<file path="src/lsu_pkg.sv">
// load/store unit package with widths, queue depths and the operation enum
// plus request, tracking, write-back and reduced bus payload structs
package lsu_pkg;

    localparam int ADDR_W      = 32;
    localparam int DATA_W      = 32;
    localparam int STRB_W      = DATA_W / 8;
    localparam int REG_ADDR_W  = 5;
    localparam int COMMIT_ID_W = 3;

    // the tracking depth also bounds the loads in flight
    localparam int REQ_DEPTH = 4;
    localparam int TRK_DEPTH = 4;

    // stores accepted on the bus but still waiting for b_valid
    localparam int STORE_CNT_W = 4;

    typedef enum logic [2:0] {
        LSU_LB  = 3'd0,
        LSU_LH  = 3'd1,
        LSU_LW  = 3'd2,
        LSU_LBU = 3'd3,
        LSU_LHU = 3'd4,
        LSU_SW  = 3'd5
    } lsu_op_e;

    // one request from execute
    typedef struct packed {
        lsu_op_e                op;
        logic [ADDR_W-1:0]      addr;
        logic [DATA_W-1:0]      wdata;
        logic [STRB_W-1:0]      wstrb;
        logic [REG_ADDR_W-1:0]  rd;
        logic [COMMIT_ID_W-1:0] commit_id;
    } lsu_req_t;

    // one load waiting for its read beat
    typedef struct packed {
        lsu_op_e                  op;
        logic [$clog2(STRB_W)-1:0] offset;
        logic [REG_ADDR_W-1:0]    rd;
        logic [COMMIT_ID_W-1:0]   commit_id;
    } lsu_trk_t;

    typedef struct packed {
        logic                   valid;
        logic [REG_ADDR_W-1:0]  rd;
        logic [DATA_W-1:0]      data;
        logic [COMMIT_ID_W-1:0] commit_id;
    } lsu_wb_t;

    typedef struct packed {
        logic [ADDR_W-1:0] addr;
    } axi_ar_t;

    // aw and w leave from the same queue head, so address rides with data
    typedef struct packed {
        logic [ADDR_W-1:0] addr;
        logic [DATA_W-1:0] data;
        logic [STRB_W-1:0] strb;
    } axi_w_t;

endpackage

</file>
<file path="src/lsu_fifo.sv">
// synchronous circular queue with a count register
// payload type given as a type parameter
module lsu_fifo #(
    parameter type payload_t = logic [7:0],
    parameter int  DEPTH     = 4
) (
    input  logic     clk,
    input  logic     rst_n,
    input  logic     push_i,
    input  payload_t push_data_i,
    input  logic     pop_i,
    output logic     head_valid_o,
    output payload_t head_o,
    output logic     full_o
);

    payload_t                     mem [DEPTH];
    logic [$clog2(DEPTH)-1:0]     wr_ptr;
    logic [$clog2(DEPTH)-1:0]     rd_ptr;
    logic [$clog2(DEPTH + 1)-1:0] count;
    logic                         do_push;
    logic                         do_pop;

    assign head_valid_o = (count != '0);
    assign full_o       = (count == $bits(count)'(DEPTH));
    assign head_o       = mem[rd_ptr];

    // a push into a full queue is taken only when the head leaves that cycle
    assign do_push = push_i && (!full_o || pop_i);
    assign do_pop  = pop_i && head_valid_o;

    always_ff @(posedge clk) begin
        if (do_push) begin
            mem[wr_ptr] <= push_data_i;
        end
    end

    always_ff @(posedge clk or negedge rst_n) begin
        if (!rst_n) begin
            wr_ptr <= '0;
            rd_ptr <= '0;
            count  <= '0;
        end else begin
            if (do_push) begin
                if (wr_ptr == $bits(wr_ptr)'(DEPTH - 1)) begin
                    wr_ptr <= '0;
                end else begin
                    wr_ptr <= wr_ptr + 1'b1;
                end
            end
            if (do_pop) begin
                if (rd_ptr == $bits(rd_ptr)'(DEPTH - 1)) begin
                    rd_ptr <= '0;
                end else begin
                    rd_ptr <= rd_ptr + 1'b1;
                end
            end
            // simultaneous push and pop keeps the count
            case ({do_push, do_pop})
                2'b10:   count <= count + 1'b1;
                2'b01:   count <= count - 1'b1;
                default: count <= count;
            endcase
        end
    end

endmodule

</file>
<file path="src/lsu_issue.sv">
// issue logic driving AR or AW/W from the request queue head,
// pushing load tracking entries and counting stores awaiting a response
module lsu_issue (
    input  logic                                clk,
    input  logic                                rst_n,
    input  logic                                head_valid_i,
    input  lsu_pkg::lsu_req_t                   head_i,
    output logic                                pop_o,
    input  logic                                trk_full_i,
    output logic                                trk_push_o,
    output lsu_pkg::lsu_trk_t                   trk_o,
    output logic                                ar_valid_o,
    output lsu_pkg::axi_ar_t                    ar_o,
    input  logic                                ar_ready_i,
    output logic                                aw_valid_o,
    output logic                                w_valid_o,
    output lsu_pkg::axi_w_t                     w_o,
    input  logic                                aw_ready_i,
    input  logic                                w_ready_i,
    input  logic                                b_valid_i,
    output logic [lsu_pkg::STORE_CNT_W-1:0]     stores_pending_o
);
    import lsu_pkg::*;

    logic is_store;
    logic ar_hs;
    logic aw_hs;
    logic w_hs;
    logic aw_done;
    logic w_done;
    logic store_pop;

    assign is_store = (head_i.op == LSU_SW);

    // loads wait here while every tracking slot is taken
    assign ar_valid_o = head_valid_i && !is_store && !trk_full_i;
    assign ar_o.addr  = head_i.addr;
    assign ar_hs      = ar_valid_o && ar_ready_i;

    // each write channel offered once per store
    assign aw_valid_o = head_valid_i && is_store && !aw_done;
    assign w_valid_o  = head_valid_i && is_store && !w_done;
    assign w_o.addr   = head_i.addr;
    assign w_o.data   = head_i.wdata;
    assign w_o.strb   = head_i.wstrb;
    assign aw_hs      = aw_valid_o && aw_ready_i;
    assign w_hs       = w_valid_o && w_ready_i;

    assign store_pop = head_valid_i && is_store && (aw_done || aw_hs) && (w_done || w_hs);
    assign pop_o     = ar_hs || store_pop;

    assign trk_push_o      = ar_hs;
    assign trk_o.op        = head_i.op;
    assign trk_o.offset    = head_i.addr[1:0];
    assign trk_o.rd        = head_i.rd;
    assign trk_o.commit_id = head_i.commit_id;

    always_ff @(posedge clk or negedge rst_n) begin
        if (!rst_n) begin
            aw_done <= 1'b0;
            w_done  <= 1'b0;
        end else if (store_pop) begin
            aw_done <= 1'b0;
            w_done  <= 1'b0;
        end else begin
            if (aw_hs) begin
                aw_done <= 1'b1;
            end
            if (w_hs) begin
                w_done <= 1'b1;
            end
        end
    end

    // outstanding write responses
    always_ff @(posedge clk or negedge rst_n) begin
        if (!rst_n) begin
            stores_pending_o <= '0;
        end else begin
            case ({store_pop, b_valid_i})
                2'b10:   stores_pending_o <= stores_pending_o + 1'b1;
                2'b01:   stores_pending_o <= stores_pending_o - 1'b1;
                default: stores_pending_o <= stores_pending_o;
            endcase
        end
    end

endmodule

</file>
<file path="src/lsu_load_align.sv">
// read beat aligner with lane select, sign or zero extension,
// register write-back and tracking queue pop
module lsu_load_align (
    input  logic                          trk_valid_i,
    input  lsu_pkg::lsu_trk_t             trk_i,
    input  logic                          r_valid_i,
    input  logic [lsu_pkg::DATA_W-1:0]    r_data_i,
    output logic                          trk_pop_o,
    output lsu_pkg::lsu_wb_t              wb_o
);
    import lsu_pkg::*;

    logic [7:0]          byte_lane;
    logic [15:0]         half_lane;
    logic [DATA_W-1:0]   ext_data;

    // a stray beat with nothing tracked writes nothing back
    assign trk_pop_o = r_valid_i && trk_valid_i;

    // a byte at offset 0..3 and a halfword picked by address bit 1
    assign byte_lane = r_data_i[{trk_i.offset, 3'b000} +: 8];
    assign half_lane = trk_i.offset[1] ? r_data_i[DATA_W-1:DATA_W/2]
                                       : r_data_i[DATA_W/2-1:0];

    always_comb begin
        case (trk_i.op)
            LSU_LB:  ext_data = {{(DATA_W - 8){byte_lane[7]}}, byte_lane};
            LSU_LBU: ext_data = {{(DATA_W - 8){1'b0}}, byte_lane};
            LSU_LH:  ext_data = {{(DATA_W - 16){half_lane[15]}}, half_lane};
            LSU_LHU: ext_data = {{(DATA_W - 16){1'b0}}, half_lane};
            // full word
            default: ext_data = r_data_i;
        endcase
    end

    always_comb begin
        wb_o.valid     = trk_pop_o;
        wb_o.rd        = trk_i.rd;
        wb_o.data      = ext_data;
        wb_o.commit_id = trk_i.commit_id;
    end

endmodule

</file>
<file path="src/lsu_top.sv">
// load/store unit top with the request queue, issue logic,
// load tracking queue and read data aligner
module lsu_top (
    input  logic                          clk,
    input  logic                          rst_n,
    input  logic                          req_valid_i,
    input  lsu_pkg::lsu_req_t             req_i,
    output logic                          stall_o,
    output logic                          busy_o,
    output logic                          ar_valid_o,
    output lsu_pkg::axi_ar_t              ar_o,
    input  logic                          ar_ready_i,
    output logic                          aw_valid_o,
    output logic                          w_valid_o,
    output lsu_pkg::axi_w_t               w_o,
    input  logic                          aw_ready_i,
    input  logic                          w_ready_i,
    input  logic                          b_valid_i,
    input  logic                          r_valid_i,
    input  logic [lsu_pkg::DATA_W-1:0]    r_data_i,
    output lsu_pkg::lsu_wb_t              wb_o
);
    import lsu_pkg::*;

    lsu_req_t               req_head;
    logic                   req_head_valid;
    logic                   req_pop;
    logic                   req_full;
    lsu_trk_t               trk_entry;
    logic                   trk_push;
    lsu_trk_t               trk_head;
    logic                   trk_head_valid;
    logic                   trk_pop;
    logic                   trk_full;
    logic [STORE_CNT_W-1:0] stores_pending;

    lsu_fifo #(
        .payload_t (lsu_req_t),
        .DEPTH     (REQ_DEPTH)
    ) u_req_q (
        .clk          (clk),
        .rst_n        (rst_n),
        .push_i       (req_valid_i),
        .push_data_i  (req_i),
        .pop_i        (req_pop),
        .head_valid_o (req_head_valid),
        .head_o       (req_head),
        .full_o       (req_full)
    );

    lsu_issue u_issue (
        .clk              (clk),
        .rst_n            (rst_n),
        .head_valid_i     (req_head_valid),
        .head_i           (req_head),
        .pop_o            (req_pop),
        .trk_full_i       (trk_full),
        .trk_push_o       (trk_push),
        .trk_o            (trk_entry),
        .ar_valid_o       (ar_valid_o),
        .ar_o             (ar_o),
        .ar_ready_i       (ar_ready_i),
        .aw_valid_o       (aw_valid_o),
        .w_valid_o        (w_valid_o),
        .w_o              (w_o),
        .aw_ready_i       (aw_ready_i),
        .w_ready_i        (w_ready_i),
        .b_valid_i        (b_valid_i),
        .stores_pending_o (stores_pending)
    );

    lsu_fifo #(
        .payload_t (lsu_trk_t),
        .DEPTH     (TRK_DEPTH)
    ) u_trk_q (
        .clk          (clk),
        .rst_n        (rst_n),
        .push_i       (trk_push),
        .push_data_i  (trk_entry),
        .pop_i        (trk_pop),
        .head_valid_o (trk_head_valid),
        .head_o       (trk_head),
        .full_o       (trk_full)
    );

    lsu_load_align u_align (
        .trk_valid_i (trk_head_valid),
        .trk_i       (trk_head),
        .r_valid_i   (r_valid_i),
        .r_data_i    (r_data_i),
        .trk_pop_o   (trk_pop),
        .wb_o        (wb_o)
    );

    assign stall_o = req_full;

    // anything queued, in flight or waiting for a write response
    assign busy_o = req_head_valid || trk_head_valid || (stores_pending != '0);

endmodule

</file>
<file path="config.mk">
export PLATFORM = sky130hd
export DESIGN_NAME = lsu_top
export DESIGN_NICKNAME = d
export VERILOG_FILES = /design/src/lsu_pkg.sv /design/src/lsu_fifo.sv /design/src/lsu_issue.sv /design/src/lsu_load_align.sv /design/src/lsu_top.sv
export SDC_FILE = /design/constraint.sdc
export NUM_CORES = 1
export LEC_CHECK = 0
export BUFFER_PORTS_ARGS = -buffer_cell sky130_fd_sc_hd__buf_2
export CAP_MARGIN = 20
export CORE_AREA = 2 2 236 238
export CTS_CLUSTER_SIZE = 28
export DETAILED_ROUTE_END_ITERATION = 7
export DIE_AREA = 0 0 238 240
export PLACE_DENSITY = 0.58
export SYNTH_ARGS = -nofsm -noshare
export SYNTH_HDL_FRONTEND = slang
export SYNTH_HIERARCHICAL = 1
export SYNTH_SLANG_ARGS = --single-unit
</file>
<file path="constraint.sdc">
create_clock -name clk -period 8.63 [get_ports clk]
set_input_delay 0.4315 -clock clk [delete_from_list [all_inputs] [get_ports clk]]
set_output_delay 0.4315 -clock clk [all_outputs]
set_load 0.05 [all_outputs]
</file>
# --- Word-level counts from Yosys, hierarchy flattened ---
# Memory sizes are Yosys's and may differ from the RTL's.
# Cells that the tools add are included.
op_classes:
  addsub: 10
  n_eq_ne: 16
  n_shift: 1
  n_mux: 17
  n_reduce_logical: 36
op_table:
  columns: ["cell", "count"]
  rows:
  - ["$pmux W32 S4", 1]
  - ["$shiftx A32 B6 Y8", 1]
  - ["$mux W16", 1]
  - ["$logic_and A1 B1 Y1", 15]
  - ["$eq A2 B2 Y1 const B", 7]
  - ["$eq A3 B3 Y1 const B", 4]
  - ["$pmux W3 S2", 2]
  - ["$reduce_bool A2 Y1", 5]
  - ["$add A2 B1 Y2 const B", 4]
  - ["$mux W1", 8]
  - ["$mux W2", 4]
  - ["$pmux W4 S2", 1]
  - ["$logic_or A1 B1 Y1", 7]
  - ["$add A3 B1 Y3 const B", 2]
  - ["$eq A2 B1 Y1 const B", 3]
  - ["$reduce_bool A3 Y1", 2]
  - ["$sub A3 B1 Y3 const B", 2]
  - ["$logic_not A1 Y1", 5]
  - ["$add A4 B1 Y4 const B", 1]
  - ["$reduce_bool A4 Y1", 1]
  - ["$sub A4 B1 Y4 const B", 1]
  - ["$eq A3 B1 Y1 const B", 1]
  - ["$eq A3 B2 Y1 const B", 1]
  - ["$logic_not A3 Y1", 1]
totals:
  ff_bits: 20
  mem_bits_rw: 368
  inputBits: 119
  output_inout_bits: 146
  word_cells: 91
  n_memories: 2
memory_table:
  columns: ["name", "depth", "width", "rd", "rd_ports_with_merged_regs", "write_ports", "line", "source"]
  rows:
  - ["u_req_q.mem", 4, 79, 1, 0, 1, "lsu_fifo.sv:17", "payload_t mem [DEPTH];"]
  - ["u_trk_q.mem", 4, 13, 1, 0, 1, "lsu_fifo.sv:17", null]

# --- Longest topological paths before layout ---
# Gate-level depths: netlist of run 1.
# An unclocked memory read counts as a cell.
depth:
  ltp_word: 13
  ltp_mapped: 15
  mapped_depth_nobuf: 13

# --- Modules after synthesis ---
# Netlist of run 1, hierarchy kept.
by_module_without_submodules:
  columns: ["mod", "n_inst", "cells_each", "area_each_um2", "seq_area_each_um2"]
  rows:
  - ["lsu_fifo (u_req_q)", 1, 454, 11827.6, 9664.3]
  - ["lsu_fifo (u_trk_q)", 1, 109, 2337.2, 1736.7]
  - ["lsu_issue", 1, 157, 1247.4, 150.1]
  - ["lsu_load_align", 1, 111, 787.0, 0.0]
  - ["lsu_top", 1, 3, 13.8, 0.0]

# --- Worst setup path before layout of run 1 ---
# No wires, ideal clock.
synth_path:
  kind: "reg2reg"
  from: "register u_req_q.rd_ptr[0]"
  to: "memory u_req_q/mem[0][0] (netlist name) (enable)"
  setup_time_ps: 403
  t_arrival_ps: 3166
  required_ps: 8227
  setup_slack_ps: 5062
  stages_incl_launch_ff: 10
  n_path_buf: 2
  period_less_slack_ps: 3568
  cell_sequence: "dfrtp_1 > buf_2 > buf_2 > mux4_2 > nand4b_1 > nor2_1 > o21ai_0 > nand2_1 > o21a_4 > and2_2"
synth_lines:
  columns: ["item", "line", "source"]
  rows:
  - ["from (decl)", "lsu_fifo.sv:19", "logic [$clog2(DEPTH)-1:0] rd_ptr;"]
  - ["from (signal assigned)", "lsu_fifo.sv:55", "rd_ptr <= rd_ptr + 1'b1;"]
  - ["to (decl)", "lsu_fifo.sv:17", null]

==> results_dict.tcl, run 1 <==
set metrics [dict create \
    final-seq-area_mm2 0.0116 \
    io_pins 265 \
    cp-start-kind "flip-flop" \
    postCtsSetupRepairBufs 0 \
    antenna_left 0 \
    yosysSeqAreaShare_pct 71.2 \
    drive_above_1_share_pct 43.6 \
    timing.final.ws_setup_ns 4.23 \
    grtUsageTotal_pct 11.3 \
    wirelength_um 32900 \
    fin_tns_setup_ns 0 \
    hold_viol_final 0 \
    cts_tree "done" \
    synthTopCellsByCount "368 x edfxtp_1, 130 x buf_4, 93 x mux4_2" \
    maxSlewViolCount 0 \
    root_buffer "clkbuf_16" \
    cp-end-kind "output port" \
    die_w_um 238 \
    yosysTopAreaCellShare_pct 68.2 \
    dieArea_mm2 0.0571 \
    r2r_cells 8 \
    fin_crit_ns 4.40 \
    tightest_slew_ns 1.09 \
    final.setup_skew_ns 0.0110 \
    final_nets 1131 \
    clk_pin_slew_ns 0.06 \
    maxSlewHeadroom_pct 27.0 \
    place_congestion 0.725 \
    rsz0062_at_grt "false" \
    synth_fp_nets 970 \
    cts-resized-gates 0 \
    netlist_area_mm2 0.0162 \
    drtIter0Drc 436 \
    grt_pass1_wl_um 48400 \
    clock-sinks 388 \
    synth.avg_cell_area_um2 19.4 \
    outcome "finished clean" \
    drc 0 \
    cts_hold_repair.buffers 1 \
    grt_max_degree 69 \
    vias 7821 \
    fillers 5188 \
    ys.flop_type "edfxtp_1" \
    final.period_utilization_pct 50.9 \
    overflow 0 \
    cts.path.max_buffers 3 \
    ys_warn_count 6 \
    multi_input_area_mm2 0.00351 \
    hold_path_class "input pin to flip-flop" \
    required_ns 8.20 \
    io_buffers 264 \
    cts_buffers 41 \
    ys_types 48 \
    dp_hpwl_um 21200 \
    initial_core_util_pct 29.7 \
    fmax_ghz 0.227 \
    crit_type "flip-flop to output port" \
    cts_max_level 2 \
    die_y_um 240 \
    place_ws_ns 4.32 \
    netlist.top_cell.by_area "edfxtp_1" \
    cp.arrival_ns 3.96 \
    setup_viol 0 \
    drt-vias-per-instance 4.51 \
    grt_pass1_vias 7884 \
    async_flop_share_pct 5.15 \
    synth-edff-count 368 \
    firstDrtPassIters 7 \
    synth_area_leaders "edfxtp_1 68%, mux4_2 13%, buf_4 6.0%" \
    maxCapViolCount 0 \
    fp-row-count 86 \
    area_delta_synth_final_pct 15.8 \
    hold_depth 1 \
    routedWlPerCell_um 19.0 \
    antenna_found_initial 11 \
    ys_ff_latch 388 \
    insertion_delay_ns 0.54 \
    critPathMaxFanout 16 \
    yosysMostFrequentCell "edfxtp_1" \
    netlist_instances 834 \
    coreArea_mm2 0.0547 \
]
## layer usage
metal	GRT usage [%]	vias to the layer above	wire [um]
met4	3.43	8	608
li1	-	3503	-
met3	3.30	61	2350
met1	14.2	4000	13700
met2	19.0	249	16200
met5	0	-	44
## worst max-delay path, cell delays in order, from the launching register on
cell and delay (ns):
dfrtp_1 0.94, mux4_2 0.83, mux4_2 0.32, nor2_2 0.05, a2111oi_4 0.86, a21o_1 0.15
buf_2 0.26
## layout by cell type (no fill, tap or decap), types with 5 or more instances in the layout
master,n
inv_1,19
bufinv_16,5
clkinv_2,6
xor2_1,8
clkbuf_1,8
clkbuf_16,43
dfrtp_1,18
edfxtp_1,368
a21o_1,16
mux2_2,5
buf_4,6
clkinv_1,10
nor2_1,27
ha_1,15
nand2_1,16
buf_2,264
mux4_2,93
mux2i_1,13
a22oi_1,8
a21oi_1,9
a221o_1,8
## through the flow
step / hold WS (ns) / instances / area [um^2] / util (%)
final: 0.0971 / 1734 / 18800 / 34.3
after global routing: 0.0765 / 1732 / 18800 / 34.3
after CTS: 0.0588 / 1732 / 18800 / 34.3
after detailed placement: 0.441 / 1655 / 17400 / 31.8
after global placement: 0.436 / 1655 / 17400 / 31.8
after floorplan: 0.136 / 834 / 16200 / -
## logic make-up (layout without fill, tap and decap cells)
group / after synthesis / in the layout / share of synthesized area, %
DFF: 388 / 388 / 71.2
buffers and inverters: 172 / 366 / 7.12
other: 0 / 2 / 0
and+or+nand+nor: 76 / 76 / 2.47
muxes: 115 / 115 / 14.4
xor gates and xnor gates: 12 / 12 / 0.648
adders and majority gates: 17 / 17 / 1.40
AOI/OAI and AO/OA: 54 / 54 / 2.67
## cell type report
class	count	area share, %
sequential	388	61.6
multi-input combinational	274	18.7
timing repair buffer	271	7.33
clock buffer	52	5.97
tap	704	4.69
clock inverter	24	1.30
inverter	19	0.380
antenna	2	0.0267
## flip-flops by register name, summed over array words and instances (netlist names)
register / cells
u_issue/aw_done: 1
u_issue/stores_pending_o: 4
u_issue/w_done: 1
u_req_q/count: 3
u_req_q/mem: 316
u_req_q/rd_ptr: 2
u_req_q/wr_ptr: 2
u_trk_q/count: 3
u_trk_q/mem: 52
u_trk_q/rd_ptr: 2
u_trk_q/wr_ptr: 2
## worst paths after layout
kind | startpoint | to | slack [ns]
worst max-delay path | u_trk_q/rd_ptr[0] | wb_o[32] | 4.23
worst min-delay path | req_i[69] | u_req_q/mem[3][69] | 0.1
worst max register to register | u_req_q/rd_ptr[0] | u_req_q/mem[3][37] | 4.47
worst min register to register | u_issue/stores_pending_o[3] | u_issue/stores_pending_o[3] | 0.47
max in group asynchronous | rst_n | u_req_q/rd_ptr[0] | 7.81
min in group asynchronous | rst_n | u_issue/stores_pending_o[2] | 0.42
Power of run 1 is not shown: default switching activity piles up to over one toggle a cycle in this logic, so the estimate is an artifact.
==> run 2: changes to the inputs <==
- ABC_AREA: default -> 1
- CORE_AREA: 2 2 236 238 -> 2 2 248 250
- DIE_AREA: 0 0 238 240 -> 0 0 250 252
- PLACE_DENSITY: 0.58 -> 0.6
- clock period: 8.63 -> 3.8 ns (I/O delays scaled with it)
==> results_dict.tcl, run 2 <==
set metrics [dict create \
    grt_pass1_vias 11100 \
    final_nets 1962 \
    hold_viol_final 0 \
    maxSlewHeadroom_pct 24.0 \
    cp-start-kind "flip-flop" \
    dieArea_mm2 0.0630 \
    fin_crit_ns 3.35 \
    busiest_layer "met2" \
    firstDrtPassIters 5 \
    clk_pin_slew_ns 0.06 \
    max_stage_delay_ns 0.55 \
    drt-vias-per-instance 4.33 \
    die_y_um 252 \
    synth_fp_nets 1749 \
    cts_max_level 2 \
    grtUsageTotal_pct 12.0 \
    use_met2_pct 20.4 \
    async_flop_share_pct 5.15 \
    fin_area_mm2 0.0212 \
    netlist_area_mm2 0.0179 \
    routedWlPerCell_um 14.6 \
    insertion_delay_ns 0.55 \
    drtIter0Drc 665 \
    crit_chain "a21oi_1 -> o21ai_0 -> nand2_1 -> nand2_1 -> nor2_2 -> nand2_1 -> a21oi_2 -> nand2_2 -> o21ai_2 -> inv_1 -> nand3_1 -> nand2_1 -> ha_1 -> inv_1 -> fa_1 -> o21ai_0" \
    clock-sinks 388 \
    maxSlewViolCount 0 \
    ys_ff_latch 388 \
    synth_area_leaders "edfxtp_1 62%, nand2_1 7.1%, buf_4 5.5%" \
    layout_commonest_cell "edfxtp_1" \
    die_w_um 250 \
    io_buffers 264 \
    met1_usage_pct 15.1 \
    netlist_instances 1613 \
    root_buffer "clkbuf_16" \
    critPathMaxFanout 14 \
    drc 0 \
    required_ns 4.26 \
    dp_hpwl_um 24500 \
    netlist.top_cell.by_area "edfxtp_1" \
    cts-resized-gates 0 \
    cp-end-kind "flip-flop" \
    setup_viol 0 \
    io_pins 265 \
    fp-row-count 90 \
    largest_register_ffs 316 \
    crit_type "flip-flop to flip-flop" \
    outcome "finished clean" \
    final.setup_skew_ns 0.0109 \
    cp.arrival_ns 3.81 \
    initial_core_util_pct 29.7 \
    cp_slowest_cell "dfrtp_4" \
    vias 11400 \
    antenna_left 0 \
    placed_area_mm2 0.0190 \
    coreArea_mm2 0.0601 \
    final.period_utilization_pct 88.1 \
    hold_path_class "input pin to flip-flop" \
    area_delta_synth_final_pct 18.7 \
    final_util_pct 35.3 \
    antenna_found_initial 4 \
    r2r_cells 16 \
    wirelength_um 38500 \
    holdWs_ns 0.0538 \
    layout_common_cells "368 x edfxtp_1, 338 x nand2_1, 264 x buf_2, 258 x inv_1, 99 x o21ai_0" \
    overflow 0 \
    synth.avg_cell_area_um2 11.1 \
    maxCapViolCount 0 \
    ys.flop_type "edfxtp_1" \
    yosysSeqAreaShare_pct 64.6 \
    grt_pass1_wl_um 60500 \
    ys_types 35 \
    grt_max_degree 236 \
    drive_above_1_share_pct 20.9 \
    top_register "u_req_q/mem" \
    largestRegisters "u_req_q/mem x316, u_trk_q/mem x52, u_issue/stores_pending_o x4" \
    fmax_ghz 0.299 \
    cts.path.max_buffers 3 \
    yosysMostFrequentCell "edfxtp_1" \
    cp_common_cell "nand2_1" \
    ys_warn_count 6 \
    synthTopCellsByCount "368 x edfxtp_1, 338 x nand2_1, 258 x inv_1" \
    rsz0062_at_grt "false" \
    synth-edff-count 368 \
    gr-usage-met3_pct 2.87 \
    yosysTopAreaCellShare_pct 61.8 \
    place_congestion 0.802 \
    tightest_slew_ns 1.14 \
    cts_tree "done" \
    hold_depth 3 \
    cts_buffers 43 \
]
run 2: cell count changes after synthesis, moves of 12 or more:
cell	delta
o211ai_1	+91
a21oi_1	+84
nand3_2	+12
a21o_1	-16
nand3_1	+58
mux4_2	-93
buf_2	+21
buf_6	+21
o21ai_0	+96
inv_1	+239
mux2i_1	-13
nand2_1	+322
run 2: final cells by class:
cell class,instances,area (um^2)
fill,5926,38900
clock buffer,48,1090
timing repair buffer,367,2360
sequential,388,11600
multi-input combinational,766,3940
antenna,1,2.50
inverter,260,976
tap,782,978
clock inverter,27,315
run 2: worst paths after layout:
kind / from / end / slack, ns
worst max register to register: u_req_q/rd_ptr[0] / u_req_q/count[1] / 0.45
worst max-delay path: u_req_q/rd_ptr[0] / u_req_q/count[1] / 0.45
min in group asynchronous: rst_n / u_req_q/count[1] / 0.17
worst min-delay path: b_valid_i / u_issue/stores_pending_o[0] / 0.05
worst min register to register: u_req_q/count[2] / u_req_q/count[2] / 0.51
max in group asynchronous: rst_n / u_req_q/rd_ptr[0] / 3.24
run 2: what timing repair did:
| action | in CTS | in global routing |
|---|---|---|
| hold buffers | 81 | 0 |
| buffers inserted | 0 | 0 |
| hold endpoints to repair | 338 | 0 |
run 2: logic make-up after synthesis:
kind of cell             share of synthesized area (%)
AO/OA/AOI/OAI                                     9.60
XOR/XNOR                                         0.147
adder cells (fa/ha/maj)                           1.27
buffers and inverters                             13.6
flip-flops                                        64.6
AND/OR/NAND/NOR                                   10.8
run 2: through the flow:
| step | setup WS (ns) | TNS [ns] | instances |
|---|---|---|---|
| after floorplan | -0.719 | -227.21 | 1613 |
| after global placement | 0.557 | 0 | 2482 |
| after detailed placement | 0.398 | 0 | 2482 |
| after CTS | 0.382 | 0 | 2638 |
| after global routing | 0.0842 | 0 | 2639 |
| final | 0.454 | 0 | 2639 |
run 2: routing by layer:
layer  vias up  part of all wire [%]
met4         6                   2.1
met5         -                  0.11
li1       5718                     -
met1      5323                    44
met3        59                   6.3
met2       311                    48
run 2: critical path, delay by kind of cell (launching register included):
kind | cells | cell delay [ns]
AND/OR/NAND/NOR | 7 | 1.10
AO/OA/AOI/OAI | 5 | 0.70
flip-flops | 1 | 0.55
buffers and inverters | 2 | 0.15
adder cells (fa/ha/maj) | 2 | 0.75
Power of run 2 is left out for the same reason.
